$ cat config.mk
export PLATFORM = sky130hd
export DESIGN_NAME = pu_fabric
export DESIGN_NICKNAME = d
export VERILOG_FILES = /design/src/pu_pkg.sv /design/src/shift_pipe.sv /design/src/bus_slave.sv /design/src/bus_arbiter.sv /design/src/neigh_ring.sv /design/src/done_tracker.sv /design/src/pu_fabric.sv
export SDC_FILE = /design/constraint.sdc
export NUM_CORES = 1
export LEC_CHECK = 0
export ABC_AREA = 1
export BUFFER_PORTS_ARGS = -buffer_cell sky130_fd_sc_hd__buf_2
export CORE_ASPECT_RATIO = 1.25
export CORE_MARGIN = 4
export CORE_UTILIZATION = 42
export DETAILED_ROUTE_END_ITERATION = 10
export GPL_TIMING_DRIVEN = 0
export MAX_ROUTING_LAYER = met4
export PLACE_DENSITY_LB_ADDON = 0.2
export SLEW_MARGIN = 20
export SYNTH_ARGS = -nofsm -noshare
export SYNTH_HDL_FRONTEND = slang
export SYNTH_SLANG_ARGS = --single-unit
$ cat constraint.sdc
create_clock -name clk -period 4.3 [get_ports clk]
set_input_delay 0.645 -clock clk [delete_from_list [all_inputs] [get_ports clk]]
set_output_delay 0.645 -clock clk [all_outputs]
set_load 0.03 [all_outputs]
$ cat src/pu_pkg.sv
`default_nettype none

package pu_pkg;

    // PE count and its log, fixed for one PU
    localparam int LOG_NUM_PE = 3;
    localparam int NUM_PE = 1 << LOG_NUM_PE;

    localparam int DATA_LEN = 16;

    // defaults for the top-level parameters
    localparam int BUS_STAGES_DEF = 2;
    localparam int NEIGH_STAGES_DEF = 1;
    localparam int WR_DEPTH_DEF = 4;

    // the read buffer depth also sets how many credits each destination starts with
    localparam int RD_DEPTH_DEF = 4;

    typedef logic [DATA_LEN-1:0] pe_data_t;
    typedef logic [LOG_NUM_PE-1:0] pe_addr_t;
    typedef logic [NUM_PE-1:0] pe_mask_t;

endpackage

`default_nettype wire

$ cat src/shift_pipe.sv
`timescale 1ns/1ps
`default_nettype none

module shift_pipe #(
    parameter int WIDTH = 8,
    parameter int STAGES = 1
) (
    input  wire logic             clk,
    input  wire logic             rstn,
    input  wire logic [WIDTH-1:0] din,
    output logic      [WIDTH-1:0] dout
);

    generate
        if (STAGES == 0) begin : gen_bypass
            assign dout = din;
        end else begin : gen_stages
            logic [WIDTH-1:0] stage_q [STAGES];

            // every stage shifts each cycle so several items can be in flight
            always_ff @(posedge clk or negedge rstn) begin
                if (!rstn) begin
                    for (int s = 0; s < STAGES; s++) begin
                        stage_q[s] <= '0;
                    end
                end else begin
                    stage_q[0] <= din;
                    for (int s = 1; s < STAGES; s++) begin
                        stage_q[s] <= stage_q[s-1];
                    end
                end
            end

            assign dout = stage_q[STAGES-1];
        end
    endgenerate

endmodule

`default_nettype wire

$ cat src/bus_slave.sv
`timescale 1ns/1ps
`default_nettype none

module bus_slave #(
    parameter int PE_ID = 0,
    parameter int WR_DEPTH = 4,
    parameter int RD_DEPTH = 4
) (
    input  wire logic             clk,
    input  wire logic             rstn,
    input  wire logic             dest_valid,
    input  wire pu_pkg::pe_addr_t dest_addr,
    input  wire pu_pkg::pe_data_t dest_data,
    output logic                  fifo_full,
    output logic                  head_valid,
    output pu_pkg::pe_addr_t      head_addr,
    output pu_pkg::pe_data_t      head_data,
    input  wire logic             grant,
    input  wire logic             deliver,
    input  wire pu_pkg::pe_data_t bus_data,
    input  wire logic             src_rq,
    output logic                  src_valid,
    output pu_pkg::pe_data_t      src_data,
    output logic                  credit_ret
);

    localparam int WR_AW = (WR_DEPTH > 1) ? $clog2(WR_DEPTH) : 1;
    localparam int WR_CW = $clog2(WR_DEPTH + 1);
    localparam int RD_AW = (RD_DEPTH > 1) ? $clog2(RD_DEPTH) : 1;
    localparam int RD_CW = $clog2(RD_DEPTH + 1);

    generate
        if (WR_DEPTH < 1 || RD_DEPTH < 1) begin : gen_bad_depth
            $error("bus_slave %0d: FIFO depths must be at least one", PE_ID);
        end
    endgenerate

    pu_pkg::pe_addr_t wr_addr_mem [WR_DEPTH];
    pu_pkg::pe_data_t wr_data_mem [WR_DEPTH];
    logic [WR_AW-1:0] wr_wptr;
    logic [WR_AW-1:0] wr_rptr;
    logic [WR_CW-1:0] wr_count;
    logic             wr_push;
    logic             wr_pop;

    pu_pkg::pe_data_t rd_mem [RD_DEPTH];
    logic [RD_AW-1:0] rd_wptr;
    logic [RD_AW-1:0] rd_rptr;
    logic [RD_CW-1:0] rd_count;
    logic             rd_pop;

    // a rejected word is simply not written, the PE keeps retrying it
    assign fifo_full = (wr_count == WR_CW'(WR_DEPTH));
    assign wr_push = dest_valid && !fifo_full;

    // the grant pops the head on the same edge the arbiter registers it
    assign wr_pop = grant && head_valid;

    assign head_valid = (wr_count != '0);
    assign head_addr = wr_addr_mem[wr_rptr];
    assign head_data = wr_data_mem[wr_rptr];

    always_ff @(posedge clk) begin
        if (wr_push) begin
            wr_addr_mem[wr_wptr] <= dest_addr;
            wr_data_mem[wr_wptr] <= dest_data;
        end
    end

    always_ff @(posedge clk or negedge rstn) begin
        if (!rstn) begin
            wr_wptr <= '0;
            wr_rptr <= '0;
            wr_count <= '0;
        end else begin
            if (wr_push) begin
                wr_wptr <= (wr_wptr == WR_AW'(WR_DEPTH - 1)) ? '0 : wr_wptr + 1'b1;
            end
            if (wr_pop) begin
                wr_rptr <= (wr_rptr == WR_AW'(WR_DEPTH - 1)) ? '0 : wr_rptr + 1'b1;
            end
            wr_count <= wr_count + WR_CW'(wr_push) - WR_CW'(wr_pop);
        end
    end

    // the arbiter never sends more words than this buffer holds, so deliver always fits
    assign src_valid = (rd_count != '0);
    assign src_data = rd_mem[rd_rptr];
    assign rd_pop = src_rq && src_valid;
    assign credit_ret = rd_pop;

    always_ff @(posedge clk) begin
        if (deliver) begin
            rd_mem[rd_wptr] <= bus_data;
        end
    end

    always_ff @(posedge clk or negedge rstn) begin
        if (!rstn) begin
            rd_wptr <= '0;
            rd_rptr <= '0;
            rd_count <= '0;
        end else begin
            if (deliver) begin
                rd_wptr <= (rd_wptr == RD_AW'(RD_DEPTH - 1)) ? '0 : rd_wptr + 1'b1;
            end
            if (rd_pop) begin
                rd_rptr <= (rd_rptr == RD_AW'(RD_DEPTH - 1)) ? '0 : rd_rptr + 1'b1;
            end
            rd_count <= rd_count + RD_CW'(deliver) - RD_CW'(rd_pop);
        end
    end

endmodule

`default_nettype wire

$ cat src/bus_arbiter.sv
`timescale 1ns/1ps
`default_nettype none

module bus_arbiter #(
    parameter int RD_DEPTH = 4
) (
    input  wire logic             clk,
    input  wire logic             rstn,
    input  wire pu_pkg::pe_mask_t head_valid,
    input  wire pu_pkg::pe_addr_t head_addr [pu_pkg::NUM_PE],
    input  wire pu_pkg::pe_data_t head_data [pu_pkg::NUM_PE],
    input  wire pu_pkg::pe_mask_t credit_ret,
    output pu_pkg::pe_mask_t      grant,
    output pu_pkg::pe_mask_t      deliver,
    output pu_pkg::pe_data_t      bus_data
);

    localparam int CW = $clog2(RD_DEPTH + 1);

    // free read-buffer slots left at each destination
    logic [CW-1:0] credit [pu_pkg::NUM_PE];

    pu_pkg::pe_addr_t last_ptr;
    pu_pkg::pe_addr_t scan_idx;
    pu_pkg::pe_addr_t win_idx;
    logic             win_found;
    pu_pkg::pe_mask_t cand;
    pu_pkg::pe_mask_t dest_mask;

    // a slave competes only if its head has somewhere to go
    generate
        for (genvar i = 0; i < pu_pkg::NUM_PE; i++) begin : gen_cand
            assign cand[i] = head_valid[i] && (credit[head_addr[i]] != '0);
        end
    endgenerate

    // scan starts one past the last winner and wraps around to it
    always_comb begin
        win_found = 1'b0;
        win_idx = last_ptr;
        scan_idx = last_ptr;
        for (int k = 1; k <= pu_pkg::NUM_PE; k++) begin
            scan_idx = last_ptr + pu_pkg::pe_addr_t'(k);
            if (!win_found && cand[scan_idx]) begin
                win_found = 1'b1;
                win_idx = scan_idx;
            end
        end
    end

    always_comb begin
        grant = '0;
        if (win_found) begin
            grant[win_idx] = 1'b1;
        end
    end

    assign dest_mask = win_found ? (pu_pkg::pe_mask_t'(1) << head_addr[win_idx]) : '0;

    // grant takes a credit and a pop at the destination gives one back, both may coincide
    always_ff @(posedge clk or negedge rstn) begin
        if (!rstn) begin
            for (int d = 0; d < pu_pkg::NUM_PE; d++) begin
                credit[d] <= CW'(RD_DEPTH);
            end
            last_ptr <= pu_pkg::pe_addr_t'(pu_pkg::NUM_PE - 1);
            deliver <= '0;
        end else begin
            for (int d = 0; d < pu_pkg::NUM_PE; d++) begin
                credit[d] <= credit[d] - CW'(dest_mask[d]) + CW'(credit_ret[d]);
            end
            if (win_found) begin
                last_ptr <= win_idx;
            end
            deliver <= dest_mask;
        end
    end

    always_ff @(posedge clk) begin
        bus_data <= head_data[win_idx];
    end

endmodule

`default_nettype wire

$ cat src/neigh_ring.sv
`timescale 1ns/1ps
`default_nettype none

module neigh_ring #(
    parameter int STAGES = 1
) (
    input  wire logic             clk,
    input  wire logic             rstn,
    input  wire pu_pkg::pe_data_t neigh_in [pu_pkg::NUM_PE],
    input  wire pu_pkg::pe_mask_t neigh_in_v,
    output pu_pkg::pe_data_t      neigh_out [pu_pkg::NUM_PE],
    output pu_pkg::pe_mask_t      neigh_out_v
);

    localparam int DL = pu_pkg::DATA_LEN;
    localparam int WIDTH = pu_pkg::NUM_PE * (DL + 1);

    logic [WIDTH-1:0] ring_in;
    logic [WIDTH-1:0] ring_out;

    // data of PE i sits in slice i, all valid bits ride in the low byte
    generate
        for (genvar i = 0; i < pu_pkg::NUM_PE; i++) begin : gen_ring
            assign ring_in[pu_pkg::NUM_PE + i*DL +: DL] = neigh_in[i];
            assign ring_in[i] = neigh_in_v[i];
            assign neigh_out[(i+1) % pu_pkg::NUM_PE] = ring_out[pu_pkg::NUM_PE + i*DL +: DL];
            assign neigh_out_v[(i+1) % pu_pkg::NUM_PE] = ring_out[i];
        end
    endgenerate

    shift_pipe #(
        .WIDTH  (WIDTH),
        .STAGES (STAGES)
    ) ring_pipe (
        .clk  (clk),
        .rstn (rstn),
        .din  (ring_in),
        .dout (ring_out)
    );

endmodule

`default_nettype wire

$ cat src/done_tracker.sv
`timescale 1ns/1ps
`default_nettype none

module done_tracker (
    input  wire logic             clk,
    input  wire logic             rstn,
    input  wire logic             start,
    input  wire logic             eoc,
    input  wire pu_pkg::pe_mask_t pe_eol,
    input  wire pu_pkg::pe_mask_t pe_eoi,
    output logic                  inst_eol,
    output logic                  eoi_pu
);

    // one sticky flag per PE, set by its end-of-loop pulse
    pu_pkg::pe_mask_t eol_flags;

    assign inst_eol = &eol_flags;

    // flags drop the edge after inst_eol is seen, or when a new loop starts
    always_ff @(posedge clk or negedge rstn) begin
        if (!rstn) begin
            eol_flags <= '0;
        end else if (start || eoc || inst_eol) begin
            eol_flags <= '0;
        end else begin
            eol_flags <= eol_flags | pe_eol;
        end
    end

    always_ff @(posedge clk or negedge rstn) begin
        if (!rstn) begin
            eoi_pu <= 1'b0;
        end else begin
            eoi_pu <= &pe_eoi;
        end
    end

endmodule

`default_nettype wire

$ cat src/pu_fabric.sv
`timescale 1ns/1ps
`default_nettype none

module pu_fabric #(
    parameter int BUS_STAGES = pu_pkg::BUS_STAGES_DEF,
    parameter int NEIGH_STAGES = pu_pkg::NEIGH_STAGES_DEF,
    parameter int WR_DEPTH = pu_pkg::WR_DEPTH_DEF,
    parameter int RD_DEPTH = pu_pkg::RD_DEPTH_DEF
) (
    input  wire logic             clk,
    input  wire logic             rstn,
    input  wire pu_pkg::pe_mask_t dest_valid,
    input  wire pu_pkg::pe_addr_t dest_addr [pu_pkg::NUM_PE],
    input  wire pu_pkg::pe_data_t dest_data [pu_pkg::NUM_PE],
    output pu_pkg::pe_mask_t      fifo_full,
    output pu_pkg::pe_mask_t      src_valid,
    output pu_pkg::pe_data_t      src_data [pu_pkg::NUM_PE],
    input  wire pu_pkg::pe_mask_t src_rq,
    input  wire pu_pkg::pe_data_t neigh_in [pu_pkg::NUM_PE],
    input  wire pu_pkg::pe_mask_t neigh_in_v,
    output pu_pkg::pe_data_t      neigh_out [pu_pkg::NUM_PE],
    output pu_pkg::pe_mask_t      neigh_out_v,
    input  wire logic             start,
    input  wire logic             eoc,
    input  wire pu_pkg::pe_mask_t pe_eol,
    input  wire pu_pkg::pe_mask_t pe_eoi,
    output logic                  inst_eol,
    output logic                  eoi_pu
);

    // slave heads toward the arbiter
    pu_pkg::pe_mask_t head_valid;
    pu_pkg::pe_addr_t head_addr [pu_pkg::NUM_PE];
    pu_pkg::pe_data_t head_data [pu_pkg::NUM_PE];
    pu_pkg::pe_mask_t grant;
    pu_pkg::pe_mask_t credit_ret;

    // arbiter output before and after the return pipeline
    pu_pkg::pe_mask_t arb_deliver;
    pu_pkg::pe_data_t arb_bus_data;
    pu_pkg::pe_mask_t pipe_deliver;
    pu_pkg::pe_data_t pipe_bus_data;

    generate
        for (genvar i = 0; i < pu_pkg::NUM_PE; i++) begin : bus_slave_gen
            bus_slave #(
                .PE_ID    (i),
                .WR_DEPTH (WR_DEPTH),
                .RD_DEPTH (RD_DEPTH)
            ) bus_slave_inst (
                .clk        (clk),
                .rstn       (rstn),
                .dest_valid (dest_valid[i]),
                .dest_addr  (dest_addr[i]),
                .dest_data  (dest_data[i]),
                .fifo_full  (fifo_full[i]),
                .head_valid (head_valid[i]),
                .head_addr  (head_addr[i]),
                .head_data  (head_data[i]),
                .grant      (grant[i]),
                .deliver    (pipe_deliver[i]),
                .bus_data   (pipe_bus_data),
                .src_rq     (src_rq[i]),
                .src_valid  (src_valid[i]),
                .src_data   (src_data[i]),
                .credit_ret (credit_ret[i])
            );
        end
    endgenerate

    bus_arbiter #(
        .RD_DEPTH (RD_DEPTH)
    ) bus_arbiter_inst (
        .clk        (clk),
        .rstn       (rstn),
        .head_valid (head_valid),
        .head_addr  (head_addr),
        .head_data  (head_data),
        .credit_ret (credit_ret),
        .grant      (grant),
        .deliver    (arb_deliver),
        .bus_data   (arb_bus_data)
    );

    shift_pipe #(
        .WIDTH  (pu_pkg::NUM_PE + pu_pkg::DATA_LEN),
        .STAGES (BUS_STAGES)
    ) bus_pipeline (
        .clk  (clk),
        .rstn (rstn),
        .din  ({arb_deliver, arb_bus_data}),
        .dout ({pipe_deliver, pipe_bus_data})
    );

    neigh_ring #(
        .STAGES (NEIGH_STAGES)
    ) neigh_ring_inst (
        .clk         (clk),
        .rstn        (rstn),
        .neigh_in    (neigh_in),
        .neigh_in_v  (neigh_in_v),
        .neigh_out   (neigh_out),
        .neigh_out_v (neigh_out_v)
    );

    done_tracker done_tracker_inst (
        .clk      (clk),
        .rstn     (rstn),
        .start    (start),
        .eoc      (eoc),
        .pe_eol   (pe_eol),
        .pe_eoi   (pe_eoi),
        .inst_eol (inst_eol),
        .eoi_pu   (eoi_pu)
    );

endmodule

`default_nettype wire

==> out/qor.csv, run 1 <==
metric,value,unit
status,finished with violations,
violated checks,negative setup slack,
post-synthesis cell area,58440,sq um
initial antenna violation count,56,
post-placement cell area,64450,sq um
largest net degree at the start of global routing,97,
hold wc startpoint,dest_data[12],
most frequent cells in the layout,"edfxtp_1, nand2_1, buf_2, o21ai_0, nor2_1",
TritonRoute pass-1 iters,6,
post-synthesis register bit count,1476,
final setup vio count,21,
Max Fclk,0.2210,GHz
Layout area overhead,23.88,%
CTS buffer count,150,
Worst Setup End Kind,flop,
clk buf depth,3,
FF-to-FF Start,bus_slave_gen[7].bus_slave_inst.wr_rptr[0],
Util after Layout,52.58,%
CP Data Arrival Time,5.23,ns
Synthesized Nets,5059,
WS Path Type,reg -> reg,
Final Cell Area,72390,sq um
syn_area_per_cell,12.76,sq um
dpl hpwl,111200,um
nets,6041,
GRT Total Usage,22.56,%
worst path required time,5.01,ns
clock slew at reported path FFs,0.07,ns
Yosys warnings,0,
Die Span X,341.6,um
final worst setup slack,-0.2247,ns
global route overflow,0,
sequential-to-total area share from yosys stat,72.68,%
DRC viols,0,
DR vias,38640,
post-synth cell types,50,
root buffer cell,clkbuf_16,
PortBufs,605,
min-delay worst type,in -> reg,
max_cap viols,0,
GPL Wtd Cong,0.9164,
fraction of layout cells with a size suffix above 1,22.27,%
Routed wire per std cell,21.35,um
"most used cell, CP",nand2_1,
minimum clock period after layout,4.525,ns
Syn Inst Count,4581,
TritonCTS clock tree,yes,
clk_skew,0.03568,ns
crit start category,flop,
routed wire length,161800,um
die area,145200,sq um
Worst Max-Slew Pin Slew,1.009,ns
"commonest non-fill, non-tap cell in the layout",edfxtp_1,
Sink Count,1476,
htree depth,4,
vias in the first global route,38290,
crit path from,bus_slave_gen[7].bus_slave_inst.wr_rptr[0],
Rel. slew slack,32.05,%
standard-cell row count,152,
Initial Util,42.44,%
first-pass GRT wire length,238400,um
core area,137700,sq um
WP buf/inv,6,
# IOs,606,
"slowest stage delay, CP",0.46,ns
Fin Hold WS,0.06246,ns
fin crit share,105.2,%
"non-filler cells, final",7576,
Die Height,425.0,um
dpl cells,7059,
CP Max Fanout,10,
ANT nets after route,0,
RSZ-0062 raised after global routing,true,
vias per cell,5.100,
CP max stage cell,dfrtp_2,
Skew-Pair Late Insertion Delay,0.80,ns
"Hold Violations, Final",0,
drt initial violations,2989,
final slew viol count,0,
Top Family by Delay on Critical Path,simple AND/OR/NAND/NOR gates,
-- final timing paths --
check	endpoint	slack, ns	depth (start not counted)
min reg2reg	bus_pipeline.gen_stages.stage_q[36]	0.33	0
min in group asynchronous	bus_slave_gen[6].bus_slave_inst.rd_count[1]	0.36	2
max reg2reg	bus_arbiter_inst.credit[11]	-0.22	30
min	bus_slave_gen[7].bus_slave_inst.wr_data_mem[2][12]	0.06	1
max in group asynchronous	neigh_ring_inst.ring_pipe.dout[20]	2.24	5
max	bus_arbiter_inst.credit[11]	-0.22	30
-- final cells by class --
class | instances | area, sq um
Timing Repair Buffer | 830 | 5524
Fill cell | 11890 | 65300
Buffer | 206 | 1054
Sequential cell | 1476 | 42500
Inverter | 314 | 1207
Clock inverter | 81 | 802.0
Clock buffer | 193 | 4237
Antenna cell | 43 | 107.6
Multi-Input combinational cell | 2585 | 14650
Tap cell | 1848 | 2312
-- state kept, by name, indices dropped and copies added (netlist names), 24 cells and up --
register	cells
bus_pipeline.dout	24
bus_slave_gen.bus_slave_inst.wr_count	24
bus_slave_gen.bus_slave_inst.wr_data_mem	512
neigh_ring_inst.ring_pipe.dout	136
bus_slave_gen.bus_slave_inst.rd_mem	512
bus_arbiter_inst.credit	24
bus_pipeline.gen_stages.stage_q	24
bus_slave_gen.bus_slave_inst.wr_addr_mem	96
bus_slave_gen.bus_slave_inst.rd_count	24
-- cell usage after synthesis (all sizes together) --
master / instances / share of area, %
edfxtp: 1120 / 58
nand2: 734 / 4.9
o21ai: 524 / 4.5
nor2: 497 / 3.3
dfrtp: 329 / 14
inv: 308 / 2.0
nand3: 264 / 2.5
o22ai: 192 / 2.1
ha: 130 / 2.8
clkbuf: 128 / 0.83
buf: 78 / 0.81
a21oi: 67 / 0.60
xnor2: 34 / 0.51
a32o: 32 / 0.55
nand4: 28 / 0.35
fa: 24 / 0.82
dfxtp: 16 / 0.55
nor3: 12 / 0.22
dfstp: 11 / 0.49
nand3b: 10 / 0.13
or3: 9 / 0.096
xor2: 9 / 0.13
and2: 8 / 0.086
or2: 7 / 0.075
clkinv: 6 / 0.039
o211ai: 2 / 0.026
a31oi: 1 / 0.011
nor4: 1 / 0.011
-- through the flow --
stage | worst slack (ns) | TNS [ns]
floorplan | 0.01896 | 0
global placement | -5.150 | -1698.36
detailed placement | -1.013 | -24.55
CTS | -0.1663 | -1.962
global route | -0.5325 | -10.42
finish | -0.2247 | -2.484
-- what timing repair did --
item	4_1_cts	5_1_grt
cloned	0	2
hold endpoints to repair	172	0
endpoints found under the setup margin	59	44
resized for setup	122	91
hold buffers	137	0
setup buffers	32	31
pin swaps	29	52
-- cell families after synthesis --
kind of cell / synth area share, %
simple gates: 11.68
buf+inv: 3.655
compound gates: 7.734
xor+xnor: 0.6445
fa+ha+maj: 3.606
flops: 72.68
-- per-layer routing --
layer | global-route usage, % | share of wire, % | wire length, um
met5 | - | 0 | 0
met4 | 8.238 | 3.5 | 5705
met3 | 3.981 | 6.3 | 10160
met1 | 27.51 | 40 | 64120
met2 | 37.83 | 51 | 81780
Power of run 1 is left out: the tool's default activity adds up to more than one toggle a clock period on the data nets, which glitch-free logic cannot reach.
==> run 2, diff against run 1 <==
- SYNTH_HIERARCHICAL: not set -> 1
==> run 2 against run 1 <==
Effect of this change:
- the flow still finishes with violations (negative setup slack)
- setup slack worse by 0.40 ns
- synthesized area is 8.1% higher
- synthesized cell count is 17% higher
- clock-buffer cell count is 18 higher
- via count is 7.7% higher
- final area is 8.6% higher
- non-clock buffer count is 85 higher
- global-route usage is 0.24 points higher
- register-to-register slack worse by 0.40 ns
- cell count is 13% higher
- critical endpoint is now bus_arbiter_inst/credit[20]
- largest cell class unchanged
==> out/qor.csv, run 2 <==
metric,value,unit,change
status,finished with violations,,unchanged
violated checks,negative setup slack,,unchanged
xor/xnor share of the synthesized area,0.4851,%,was 0.6445%
total negative setup slack,-18.90,ns,was -2.484 ns
GRT Total Usage,22.79,%,was 22.56%
"Hold Violations, Final",0,,unchanged
most frequent cells in the layout,"nand2_1, edfxtp_1, inv_1, buf_2, o211ai_1",,"was edfxtp_1, nand2_1, buf_2, o21ai_0, nor2_1"
TritonCTS clock tree,yes,,unchanged
Max Fclk,0.2029,GHz,was 0.2210 GHz
Syn Inst Count,5359,,was 4581
RSZ-0062 raised after global routing,true,,unchanged
syn_area_per_cell,11.79,sq um,was 12.76 sq um
GPL Wtd Cong,0.9291,,was 0.9164
Yosys warnings,6,,was 0
critical path depth,35,,was 30
Layout area overhead,24.37,%,was 23.88%
vias per cell,4.864,,was 5.100
WP buf/inv,7,,was 6
first-pass GRT wire length,262000,um,was 238400 um
Initial Util,42.45,%,was 42.44%
Commonest cells post-synth,"nand2_1, edfxtp_1, inv_1",,"was edfxtp_1, nand2_1, o21ai_0"
fraction of layout cells with a size suffix above 1,26.87,%,was 22.27%
final slew viol count,0,,unchanged
hold wc startpoint,dest_data[84],,was dest_data[12]
WS Path Type,reg -> reg,,unchanged
drt initial violations,2680,,was 2989
FF-to-FF Start,bus_slave_gen[4].bus_slave_inst/wr_rptr[0],,was bus_slave_gen[7].bus_slave_inst.wr_rptr[0]
CTS buffer count,152,,was 150
crit start category,flop,,unchanged
ANT nets after route,0,,unchanged
Sink Count,1476,,unchanged
post-synthesis cell area,63200,sq um,was 58440 sq um
"slowest stage delay, CP",0.45,ns,was 0.46 ns
"non-filler cells, final",8558,,was 7576
Die Span X,355.0,um,was 341.6 um
vias in the first global route,41990,,was 38290
largest family of logic cells by synthesized area,simple AND/OR/NAND/NOR gates,,unchanged
Yosys top cell by area,edfxtp_1,,unchanged
max_cap viols,0,,unchanged
dpl cells,7980,,was 7059
Worst Max-Slew Pin Slew,0.7846,ns,was 1.009 ns
htree depth,4,,unchanged
fraction of registers with async set/reset,23.04,%,unchanged
Synth Area in Simple Gates,12.70,%,was 11.68%
Synth top area share,53.22,%,was 57.55%
Rel. slew slack,47.57,%,was 32.05%
worst path required time,4.99,ns,was 5.01 ns
global route overflow,0,,unchanged
final setup vio count,51,,was 21
post-synthesis compound-gate area fraction,8.113,%,was 7.734%
CP Max Fanout,10,,unchanged
standard-cell row count,158,,was 152
dpl hpwl,122000,um,was 111200 um
Routed wire per std cell,20.57,um,was 21.35 um
initial antenna violation count,54,,was 56
Die Height,441.7,um,was 425.0 um
Synthesized Nets,5837,,was 5059
clk buf depth,3,,unchanged
sequential-to-total area share from yosys stat,67.21,%,was 72.68%
final worst setup slack,-0.6291,ns,was -0.2247 ns
minimum clock period after layout,4.929,ns,was 4.525 ns
Synth area leaders,"edfxtp_1, dfrtp_1, nand2_1",,unchanged
PortBufs,605,,unchanged
"commonest non-fill, non-tap cell in the layout",nand2_1,,was edfxtp_1
reg-to-reg setup timing slack,-0.63,ns,was -0.22 ns
root buffer cell,clkbuf_16,,unchanged
TritonRoute pass-1 iters,7,,was 6
ys flop type,edfxtp_1,,unchanged
mux cell area share after synthesis,0,%,unchanged
fin crit share,114.6,%,was 105.2%
min-delay worst type,in -> reg,,unchanged
Top Family by Delay on Critical Path,simple AND/OR/NAND/NOR gates,,unchanged
clock slew at reported path FFs,0.06,ns,was 0.07 ns
Hold EP,bus_slave_gen[2].bus_slave_inst/wr_data_mem[3][4],,was bus_slave_gen[7].bus_slave_inst.wr_data_mem[2][12]
R2R cell count,35,,was 30
Skew-Pair Late Insertion Delay,0.79,ns,was 0.80 ns
die area,156800,sq um,was 145200 sq um
Worst Setup End Kind,flop,,unchanged
DR vias,41630,,was 38640
DRC viols,0,,unchanged
"most used cell, CP",nand2_1,,unchanged
CP max stage cell,dfrtp_2,,unchanged
Placement Setup Slack,-1.675,ns,was -1.013 ns
CP Data Arrival Time,5.62,ns,was 5.23 ns
clk_skew,0.03468,ns,was 0.03568 ns
nets,6874,,was 6041
worst hold path depth,1,,unchanged
core area,148900,sq um,was 137700 sq um
Adder-Cell Fraction of Synth Area,3.334,%,was 3.606%
largest net degree at the start of global routing,103,,was 97
FF-to-FF End,bus_arbiter_inst/credit[20],,was bus_arbiter_inst.credit[11]
post-synthesis register bit count,1476,,unchanged
post-synth cell types,41,,was 50
Post-synth EDFFs,1120,,unchanged
routed wire length,176000,um,was 161800 um
# IOs,606,,unchanged
most common cell in the netlist,nand2_1,,was edfxtp_1
==> run 2: what timing repair did <==
item	CTS	global route
resized for setup	314	186
cloned	6	1
hold buffers	140	0
buffers inserted	97	34
endpoints found under the hold margin	177	0
pin swaps	134	150
setup endpoints to repair	87	78
==> run 2: layout make-up <==
| class | instances | area, sq um |
|---|---|---|
| tap | 2000 | 2502 |
| multi-input combinational | 2785 | 17270 |
| inverter | 860 | 3298 |
| clock buffer | 211 | 4350 |
| fill | 12840 | 70260 |
| timing repair buffer | 892 | 5882 |
| buffer | 229 | 2069 |
| antenna | 37 | 92.59 |
| sequential | 1476 | 42480 |
| clock inverter | 68 | 656.9 |
==> run 2: how the worst max path moves through the flow <==
stage                                                  end                                  startpoint
2_1_floorplan                  bus_arbiter_inst/credit[14]  bus_slave_gen[6].bus_slave_inst/wr_rptr[0]
3_3_place_gp            neigh_ring_inst/ring_pipe/dout[29]                                        rstn
3_5_place_dp   bus_slave_gen[4].bus_slave_inst/wr_count[2]  bus_slave_gen[4].bus_slave_inst/wr_rptr[0]
4_1_cts                        bus_arbiter_inst/credit[20]  bus_slave_gen[5].bus_slave_inst/wr_rptr[0]
5_1_grt                         bus_arbiter_inst/credit[2]  bus_slave_gen[2].bus_slave_inst/wr_rptr[0]
6_report                       bus_arbiter_inst/credit[20]  bus_slave_gen[4].bus_slave_inst/wr_rptr[0]
==> run 2: through the flow <==
step           hold WS [ns]  utilization, %  cell area [sq um]
3_3_place_gp         0.3202           46.21              68790
3_5_place_dp         0.3209           46.51              69240
5_1_grt             0.03095           52.80              78590
2_1_floorplan        0.3163               -              63260
6_report            0.06855           52.80              78600
4_1_cts           0.0007948           52.20              77710
==> run 2: cell families (layout without fill, tap and decap cells) <==
group,count (synthesis),count (layout)
buffers and inverters,1099,2260
AO/OA/AOI/OAI,587,587
AND/OR/NAND/NOR,2008,2009
other,0,37
flip-flops,1476,1476
adder cells (fa/ha/maj),154,154
XOR/XNOR,35,35
==> run 2: layer usage <==
| layer | up-vias | global-route usage (%) | wire length (um) |
|---|---|---|---|
| li1 | 19990 | - | - |
| met1 | 20330 | 27.92 | 72410 |
| met2 | 1019 | 38.24 | 88780 |
| met3 | 291 | 3.852 | 9039 |
| met4 | 0 | 8.077 | 5789 |
| met5 | - | - | 0 |
Power of run 2 is left out for the same reason.
